File: config.mk
export PLATFORM = sky130hd
export DESIGN_NAME = programCounter
export DESIGN_NICKNAME = d
export VERILOG_FILES = /design/src/design/rvCorePkg.sv /design/src/design/programCounter.sv
export SDC_FILE = /design/constraint.sdc
export NUM_CORES = 1
export LEC_CHECK = 0
export BUFFER_PORTS_ARGS = -buffer_cell sky130_fd_sc_hd__buf_2
export CORE_ASPECT_RATIO = 0.9
export CORE_MARGIN = 2
export CORE_UTILIZATION = 30
export CTS_CLUSTER_SIZE = 12
export DETAILED_ROUTE_END_ITERATION = 8
export GPL_TIMING_DRIVEN = 1
export SLEW_MARGIN = 20
export SYNTH_ARGS = -nofsm -noshare
export SYNTH_HDL_FRONTEND = slang
export SYNTH_SLANG_ARGS = --single-unit
File: constraint.sdc
create_clock -name clk -period 6.7 [get_ports clk]
set_clock_uncertainty 0.05 [all_clocks]
set_input_delay 1.34 -clock clk [delete_from_list [all_inputs] [get_ports clk]]
set_output_delay 1.34 -clock clk [all_outputs]
set_load 0.01 [all_outputs]
File: src/design/rvCorePkg.sv
`default_nettype none

package rvCorePkg;

	typedef logic [31:0] word_t;
	typedef logic [4:0]  regIdx_t;

	localparam word_t RESET_PC   = 32'h8000_0000;
	localparam int    PROG_WORDS = 64;
	localparam int    DATA_WORDS = 64;
	localparam int    PROG_IDX_W = $clog2(PROG_WORDS);
	localparam int    DATA_IDX_W = $clog2(DATA_WORDS);

	// major opcodes of the supported subset
	localparam logic [6:0] OPC_LUI    = 7'b0110111;
	localparam logic [6:0] OPC_AUIPC  = 7'b0010111;
	localparam logic [6:0] OPC_JAL    = 7'b1101111;
	localparam logic [6:0] OPC_JALR   = 7'b1100111;
	localparam logic [6:0] OPC_BRANCH = 7'b1100011;
	localparam logic [6:0] OPC_LOAD   = 7'b0000011;
	localparam logic [6:0] OPC_STORE  = 7'b0100011;
	localparam logic [6:0] OPC_OPIMM  = 7'b0010011;
	localparam logic [6:0] OPC_OP     = 7'b0110011;
	localparam logic [6:0] OPC_SYSTEM = 7'b1110011;

	localparam word_t EBREAK_WORD = 32'h0010_0073; // only system word accepted

	typedef enum logic [3:0] {
		ALU_ADD, ALU_SUB, ALU_AND, ALU_OR, ALU_XOR, ALU_SLT,
		ALU_SLTU, ALU_SLL, ALU_SRL, ALU_SRA, ALU_PASSB
	} aluOp_t;

	// WB_UPPER is the pc-relative upper value of auipc
	typedef enum logic [1:0] {WB_ALU, WB_LOAD, WB_PC4, WB_UPPER} wbSel_t;

	typedef enum logic [1:0] {NPC_SEQ, NPC_BRANCH, NPC_JAL, NPC_JALR} nextPcSel_t;

	typedef enum logic [1:0] {MEM_BYTE, MEM_HALF, MEM_WORD} memSize_t;

	typedef enum logic [1:0] {HALT_NONE, HALT_EBREAK, HALT_INVALID} haltCause_t;

	typedef struct packed {
		logic     regWrite;
		logic     memRead;
		logic     memWrite;
		memSize_t memSize;
		logic     loadUnsigned;
		logic     aluSrcImm;
		aluOp_t   aluOp;
		wbSel_t   wbSel;
		logic     isBranch;
		logic     isJal;
		logic     isJalr;
		logic     isEbreak;
		logic     invalid;
	} ctrl_t;

	typedef struct packed {
		logic                  en;
		logic [PROG_IDX_W-1:0] index;
		word_t                 data;
	} progLoad_t;

	typedef struct packed {
		logic    valid;
		word_t   pc;
		regIdx_t rd;
		logic    regWrite;
		word_t   value;
	} retireTrace_t;

endpackage

`default_nettype wire

File: src/design/programCounter.sv
`default_nettype none

module programCounter import rvCorePkg::*; (
	input  logic       clk,
	input  logic       reset,
	input  logic       execEn,
	input  nextPcSel_t sel,
	input  word_t      imm,
	input  word_t      jalrBase,
	output word_t      pc,
	output word_t      pcPlus4,
	output word_t      pcTarget
);

	word_t jalrTarget;
	word_t nextPc;

	assign pcPlus4    = pc + 32'd4;
	assign pcTarget   = pc + imm;  // branch, jal and auipc
	assign jalrTarget = (jalrBase + imm) & ~32'h1;

	always_comb begin
		case (sel)
			NPC_BRANCH, NPC_JAL: nextPc = pcTarget;
			NPC_JALR:            nextPc = jalrTarget;
			default:             nextPc = pcPlus4;
		endcase
	end

	always_ff @(posedge clk) begin
		if (reset) begin
			pc <= RESET_PC;
		end else if (execEn) begin
			pc <= nextPc;
		end
	end

endmodule

`default_nettype wire

==> Yosys cells after proc, flatten, opt, wreduce, memory -nomap -nowiden <==
Index checks and enable logic that the tools add are counted.
W data, S select, Z words.
{ "totals": {"ff_bits": 32, "in_bits": 69, "out_inout_bits": 96, "elab_cells": 9} }
{ "classes": {"addsub": 3, "eq_ne": 3, "muxes": 1, "reduce_logical": 1} }
{ "op_table": {"columns": ["op", "n"], "rows": [
  ["$add A32 B32 Y32", 2],
  ["$pmux W32 S2", 1],
  ["$add A32 B3 Y32 const B", 1],
  ["$eq A2 B2 Y1 const B", 2],
  ["$eq A2 B1 Y1 const B", 1],
  ["$reduce_or A2 Y1", 1]
]} }

==> Depth between registers and ports, before layout <==
Gate-level depths: netlist (run 1).
{ "depth": {"ltp_word": 3, "depth_mapped": 10, "depth_no_buf": 10} }

==> Worst setup path before layout (run 1) <==
Ideal clock, no wire load.
{ "synth_path": {"path_kind": "input-to-output", "startpoint": "input imm[0]", "endpoint": "output pcTarget[28]", "arrival_ps": 3804, "required_ps": 5310, "setup_slack_ps": 1506, "path_stages": 10, "n_path_buf": 0, "path_cell_list": "ha_1 > fa_1 > a21o_1 > a221oi_4 > a211oi_4 > a211oi_2 > nor4_1 > or4_4 > and2_4 > xor2_1"} }
{ "synth_via": {"elab_chain_cells": 1} }
{ "synth_lines": {"columns": ["item", "line_no", "text"], "rows": [
  ["start, declared", "programCounter.sv:8", "input word_t imm,"],
  ["$add A32 B32 Y32", "programCounter.sv:19", "assign pcTarget = pc + imm;"],
  ["end, declared", "programCounter.sv:12", "output word_t pcTarget"]
]} }
No other way between the ends.

==> Worst setup path after layout (run 1) <==
Same ends and word-level chain as after synthesis.

==> results of run 1 <==
[power by group through the flow]
| stage | Combinational [W] | Clock [W] | Sequential [W] |
|---|---|---|---|
| 2_1_floorplan | 0.000463 | 0 | 0.000247 |
| 3_3_place_gp | 0.000700 | 0 | 0.000255 |
| 4_1_cts | 0.000705 | 0.000304 | 0.000251 |
| 5_1_grt | 0.000776 | 0.000310 | 0.000255 |
| 6_report | 0.000713 | 0.000304 | 0.000252 |
| 3_5_place_dp | 0.000702 | 0 | 0.000255 |
[worst max-delay path, delay by kind of cell]
kind	cells	cell delay, ps
simple gates	3	820
buf+inv	2	270
xor+xnor	1	130
compound gates	4	1140
fa+ha+maj	2	650
[worst max-delay path by stage]
stage / start / endpoint / slack [ps] / cells past startpoint
final: imm[0] / pcTarget[28] / 970 / 12
after global routing: imm[0] / pcTarget[28] / 880 / 12
after CTS: imm[0] / pcTarget[28] / 1010 / 12
after detailed placement: imm[0] / pcTarget[28] / 1030 / 12
after global placement: imm[0] / pcTarget[28] / 1060 / 12
after floorplan: imm[0] / pcTarget[28] / 1510 / 10
[Yosys cell counts, drive strengths merged, types with 10 or more instances]
| library cell | count |
|---|---|
| nor3 | 21 |
| a21oi | 79 |
| nand2 | 72 |
| a21o | 28 |
| nand4 | 20 |
| nor2 | 56 |
| ha | 64 |
| o211ai | 14 |
| a211oi | 17 |
| xor2 | 28 |
| a22oi | 12 |
| inv | 18 |
| clkbuf | 36 |
| o21bai | 10 |
| o21ai | 56 |
| nand3 | 32 |
| xnor2 | 51 |
| dfxtp | 32 |
| and3 | 14 |
| a221oi | 13 |
[routing by layer]
| layer | vias up | wire length [um] | track usage |
|---|---|---|---|
| met5 | - | 0 | 0 |
| met4 | 0 | 555 | 0.0618 |
| met3 | 35 | 1750 | 0.0303 |
| met2 | 299 | 10000 | 0.331 |
| met1 | 3181 | 11400 | 0.337 |
| li1 | 3321 | - | - |
[cell type report]
cell class / count / area (um2) / area share
inverters: 18 / 67.6 / 0.00969
flip-flops and latches: 32 / 641 / 0.0919
clock inverters: 1 / 30.0 / 0.00431
well taps: 250 / 313 / 0.0449
multi-input cells: 709 / 4900 / 0.703
repair buffers: 170 / 866 / 0.124
clock buffers: 7 / 153 / 0.0219
[cell families (layout without fill, tap and decap cells)]
logic type | after synthesis | count (layout) | share of synthesized area
DFF | 32 | 32 | 0.111
xor gates and xnor gates | 79 | 79 | 0.120
AOI/OAI and AO/OA | 295 | 295 | 0.350
adders and majority gates | 66 | 66 | 0.146
and+or+nand+nor | 265 | 265 | 0.227
muxes | 4 | 4 | 0.00693
buffers and inverters | 59 | 196 | 0.0401
[through the flow]
| stage | total power (W) | setup slack (ps) | hold slack, ps | instances |
|---|---|---|---|---|
| floorplan | 0.000710 | 1510 | 454 | 800 |
| global placement | 0.000955 | 1060 | 446 | 1179 |
| detailed placement | 0.000957 | 1030 | 459 | 1179 |
| CTS | 0.00126 | 1010 | 472 | 1187 |
| global route | 0.00134 | 878 | 532 | 1187 |
| finish | 0.00127 | 968 | 469 | 1187 |
==> flow_metrics.env, run 1 <==
export IMPL_hold_path_class="flop to flop"
export IMPL_leakage_nw=3.20
export IMPL_die_height_um=136
export IMPL_slowest_stage="or4_4"
export IMPL_drt_total_wl_um=23700
export IMPL_holdBufCountCts=0
export IMPL_gr_total_overflow=0
export IMPL_io_pins=165
export IMPL_final_hold_viol_count=0
export IMPL_synth_top_area_frac=0.139
export IMPL_drv_slew=0
export IMPL_r2r_slack_ps=3470
export IMPL_p_sw_w=0.000580
export IMPL_worst_slew_pin_slew_ps=996
export IMPL_synthArstFlopShare=0
export IMPL_whs_path_depth=2
export IMPL_core_area_um2=19000
export IMPL_gr_usage_all_layers=0.224
export IMPL_num_fill_cells=2058
export IMPL_slew_headroom=0.319
export IMPL_p_sw_frac=0.457
export IMPL_critPathMaxFanout=5
export IMPL_die_area_um2=20400
export IMPL_htreeDepth=2
export IMPL_drt_pass1_iterations=5
export IMPL_synthCells=800
export IMPL_syn_nets=935
export IMPL_required_ps=5310
export IMPL_start_util=0.303
export IMPL_seq_area_frac_synth=0.111
export IMPL_worst_setup_path_type="primary input to output port"
export IMPL_area_growth_syn_to_layout_pct=20.7
export IMPL_layout_commonest_cell="buf_2"
export IMPL_hp_start="pc[0]$_SDFFE_PP0P_"
export IMPL_gp_congestion=0.944
export IMPL_grt_pass1_wl_um=35100
export IMPL_die_w_um=150
export IMPL_regToRegEndpoint="pc[28]$_SDFFE_PP0P_"
export IMPL_post_route_drc_count=0
export IMPL_grt_max_degree=38
export IMPL_setup_viol=0
export IMPL_regMostFlops="pc"
export IMPL_drive_gt1_frac=0.212
export IMPL_clkPwrFrac=0.239
export IMPL_port_buffers=164
export IMPL_largest_reg_flops=32
export IMPL_row_count=48
export IMPL_min_period_over_period=0.856
export IMPL_worstRegToRegCells=10
export IMPL_r2r_start="pc[0]$_SDFFE_PP0P_"
export IMPL_cts_sinks=32
export IMPL_ys_warn_count=0
export IMPL_synth_area_top_cells="ha_1, dfxtp_1, xnor2_1"
export IMPL_fin_crit_ps=5730
export IMPL_cts_tree="built"
export IMPL_postCtsSetupBuffers=0
export IMPL_final_nets=1071
export IMPL_synth_seq_cells=32
export IMPL_start_kind="primary input"
export IMPL_cts_buffers=5
export IMPL_avgSynthCellArea_um2=7.22
export IMPL_clock_root_buffer="clkbuf_16"
export IMPL_vias=6836
export IMPL_num_antenna_cells=0
export IMPL_max_cap_viol_count=0
export IMPL_final_area_um2=6970
export IMPL_path_cells="buf_2 -> ha_1 -> fa_1 -> a21o_1 -> a221oi_4 -> a211oi_4 -> a211oi_2 -> nor4_1 -> or4_4 -> and2_4 -> xor2_1 -> buf_2"
export IMPL_synth_edff_count=0
export IMPL_tns_ps=0
export IMPL_cts_buffer_depth=2
export IMPL_arrival_ps=4340
export IMPL_crit_path_frequent_cell="buf_2"
export IMPL_max_freq_mhz=174
export IMPL_synth_top_area_cell="ha_1"
export IMPL_final_util=0.366
export IMPL_insertion_delay_ps=300
export IMPL_cts_resized=0
export IMPL_antenna_found_initial=0
export IMPL_seq_power_share=0.198
export IMPL_synth_cell_type_count=76
export IMPL_place_area_um2=6790
export IMPL_detail_route_wl_per_cell_um=20.0
export IMPL_combPwrFrac=0.562
export IMPL_hpwl_um=19100
export IMPL_rsz0062_at_grt="no"
export IMPL_syn_cell_area_um2=5780
export IMPL_drt_iter0_drc=633
export IMPL_min_to="pc[0]$_SDFFE_PP0P_"
export IMPL_p_int_w=0.000689
export IMPL_mostFrequentLayoutCells="buf_2, a21oi_1, nand2_1"
export IMPL_status="complete, no violations"
export IMPL_cpPeakStageDelay_ps=510
export IMPL_grt_pass1_vias=6037
export IMPL_path_clk_slew_ps=60
export IMPL_dominantRegCellSynth="dfxtp_1"
export IMPL_via_per_inst=5.76
export IMPL_ir_drop_mv=0.105
export IMPL_top_regs="pc: 32 flops"
export IMPL_powerDensity_nw_per_um2=182
export IMPL_ant_nets=0
export IMPL_endpoint_kind="output port"
Note: power is estimated with default switching activity, not from simulation.
==> inputs of run 2 (changes only) <==
==> constraint.sdc (replaced) <==
create_clock -name clk -period 7.32 [get_ports clk]
set_clock_uncertainty 0.05 [all_clocks]
set_input_delay 1.464 -clock clk [delete_from_list [all_inputs] [get_ports clk]]
set_output_delay 1.464 -clock clk [all_outputs]
set_load 0.01 [all_outputs]
==> flow_metrics.env, run 2 (same netlist as run 1, synthesis figures left out) <==
export IMPL_clock_root_buffer="clkbuf_16"
export IMPL_leakage_nw=3.20
export IMPL_worst_slew_pin_slew_ps=943
export IMPL_rsz0062_at_grt="no"
export IMPL_tns_ps=0
export IMPL_drive_gt1_frac=0.212
export IMPL_status="complete, no violations"
export IMPL_dp_cells=1178
export IMPL_powerDensity_nw_per_um2=166
export IMPL_endpoint_kind="output port"
export IMPL_drt_iter0_drc=676
export IMPL_final_hold_viol_count=0
export IMPL_regMostFlops="pc"
export IMPL_required_ps=5810
export IMPL_die_height_um=136
export IMPL_insertion_delay_ps=300
export IMPL_holdBufCountCts=0
export IMPL_via_per_inst=5.78
export IMPL_p_sw_w=0.000528
export IMPL_cts_sinks=32
export IMPL_seq_power_share=0.199
export IMPL_die_w_um=150
export IMPL_cts_buffers=5
export IMPL_area_growth_syn_to_layout_pct=20.6
export IMPL_drv_slew=0
export IMPL_path_clk_slew_ps=60
export IMPL_clkPwrFrac=0.237
export IMPL_instances_no_fill=1186
export IMPL_dp_slack_ps=1410
export IMPL_start_kind="primary input"
export IMPL_post_route_drc_count=0
export IMPL_max_freq_mhz=167
export IMPL_grt_pass1_vias=6154
export IMPL_p_int_w=0.000630
export IMPL_postCtsSetupBuffers=0
export IMPL_grt_pass1_wl_um=35300
export IMPL_die_area_um2=20400
export IMPL_combPwrFrac=0.563
export IMPL_start_util=0.303
export IMPL_setup_viol=0
export IMPL_layout_commonest_cell="buf_2"
export IMPL_cts_buffer_depth=2
export IMPL_min_period_over_period=0.818
export IMPL_gp_congestion=0.946
export IMPL_vias=6861
export IMPL_mostFrequentLayoutCells="buf_2, a21oi_1, nand2_1"
export IMPL_max_cap_viol_count=0
export IMPL_hpwl_um=19000
export IMPL_gr_usage_all_layers=0.225
export IMPL_timing_hold_ws_ps=449
export IMPL_fin_total_pwr_w=0.00116
export IMPL_htreeDepth=2
export IMPL_drt_total_wl_um=23700
export IMPL_hold_path_class="flop to flop"
export IMPL_cts_tree="built"
export IMPL_row_count=48
export IMPL_p_sw_frac=0.456
export IMPL_fin_crit_ps=5990
export IMPL_fin_ws_ps=1330
export IMPL_num_antenna_cells=0
export IMPL_ir_drop_mv=0.102
export IMPL_antenna_found_initial=0
export IMPL_core_area_um2=19000
export IMPL_ant_nets=0
export IMPL_detail_route_wl_per_cell_um=19.9
export IMPL_drt_pass1_iterations=5
export IMPL_top_regs="pc: 32 flops"
export IMPL_worst_setup_path_type="primary input to output port"
export IMPL_io_pins=165
export IMPL_critPathMaxFanout=5
export IMPL_cts_resized=0
export IMPL_slew_headroom=0.355
export IMPL_final_nets=1070
export IMPL_largest_reg_flops=32
export IMPL_grt_max_degree=39
export IMPL_arrival_ps=4470
export IMPL_gr_total_overflow=0
export IMPL_port_buffers=164
-- run 2: power groups by stage --
stage                     registers [W]  logic [W]  clock network (W)
final                          0.000231   0.000652           0.000275
after global routing           0.000234   0.000710           0.000281
after CTS                      0.000229   0.000644           0.000276
after detailed placement       0.000233   0.000641                  0
after global placement         0.000233   0.000640                  0
after floorplan                0.000226   0.000424                  0
-- run 2: worst paths after layout --
check | slack, ps | startpoint | to | depth (start not counted)
max reg2reg | 4120 | pc[0]$_SDFFE_PP0P_ | pc[28]$_SDFFE_PP0P_ | 10
max | 1330 | imm[0] | pcTarget[28] | 12
min | 450 | pc[0]$_SDFFE_PP0P_ | pc[0]$_SDFFE_PP0P_ | 2
min reg2reg | 450 | pc[0]$_SDFFE_PP0P_ | pc[0]$_SDFFE_PP0P_ | 2
-- run 2: metal layers --
layer | up-vias | track usage | wire [um]
met5 | - | 0 | 0
met4 | 0 | 0.0514 | 347
met3 | 20 | 0.0374 | 1970
met2 | 303 | 0.340 | 10200
met1 | 3213 | 0.332 | 11100
li1 | 3325 | - | -
-- run 2: layout make-up --
cell class                      instances  area (um2)
Clock inverter                          1        30.0
Timing Repair Buffer                  169         858
Fill cell                            2072       12100
Clock buffer                            7         153
Tap cell                              250         313
Inverter                               18        67.6
Sequential cell                        32         641
Multi-Input combinational cell        709        4900
-- run 2: critical path, stage by stage --
cell and delay (ps):
buf_2 110, ha_1 240, fa_1 420, a21o_1 240
a221oi_4 430, a211oi_4 170, a211oi_2 300, nor4_1 120
or4_4 500, and2_4 180, xor2_1 130, buf_2 150
-- run 2: per-stage QoR --
step / instance area, um2 / utilization
after floorplan: 5780 / -
after global placement: 6780 / 0.356
after detailed placement: 6780 / 0.356
after CTS: 6970 / 0.366
after global routing: 6970 / 0.366
final: 6970 / 0.366
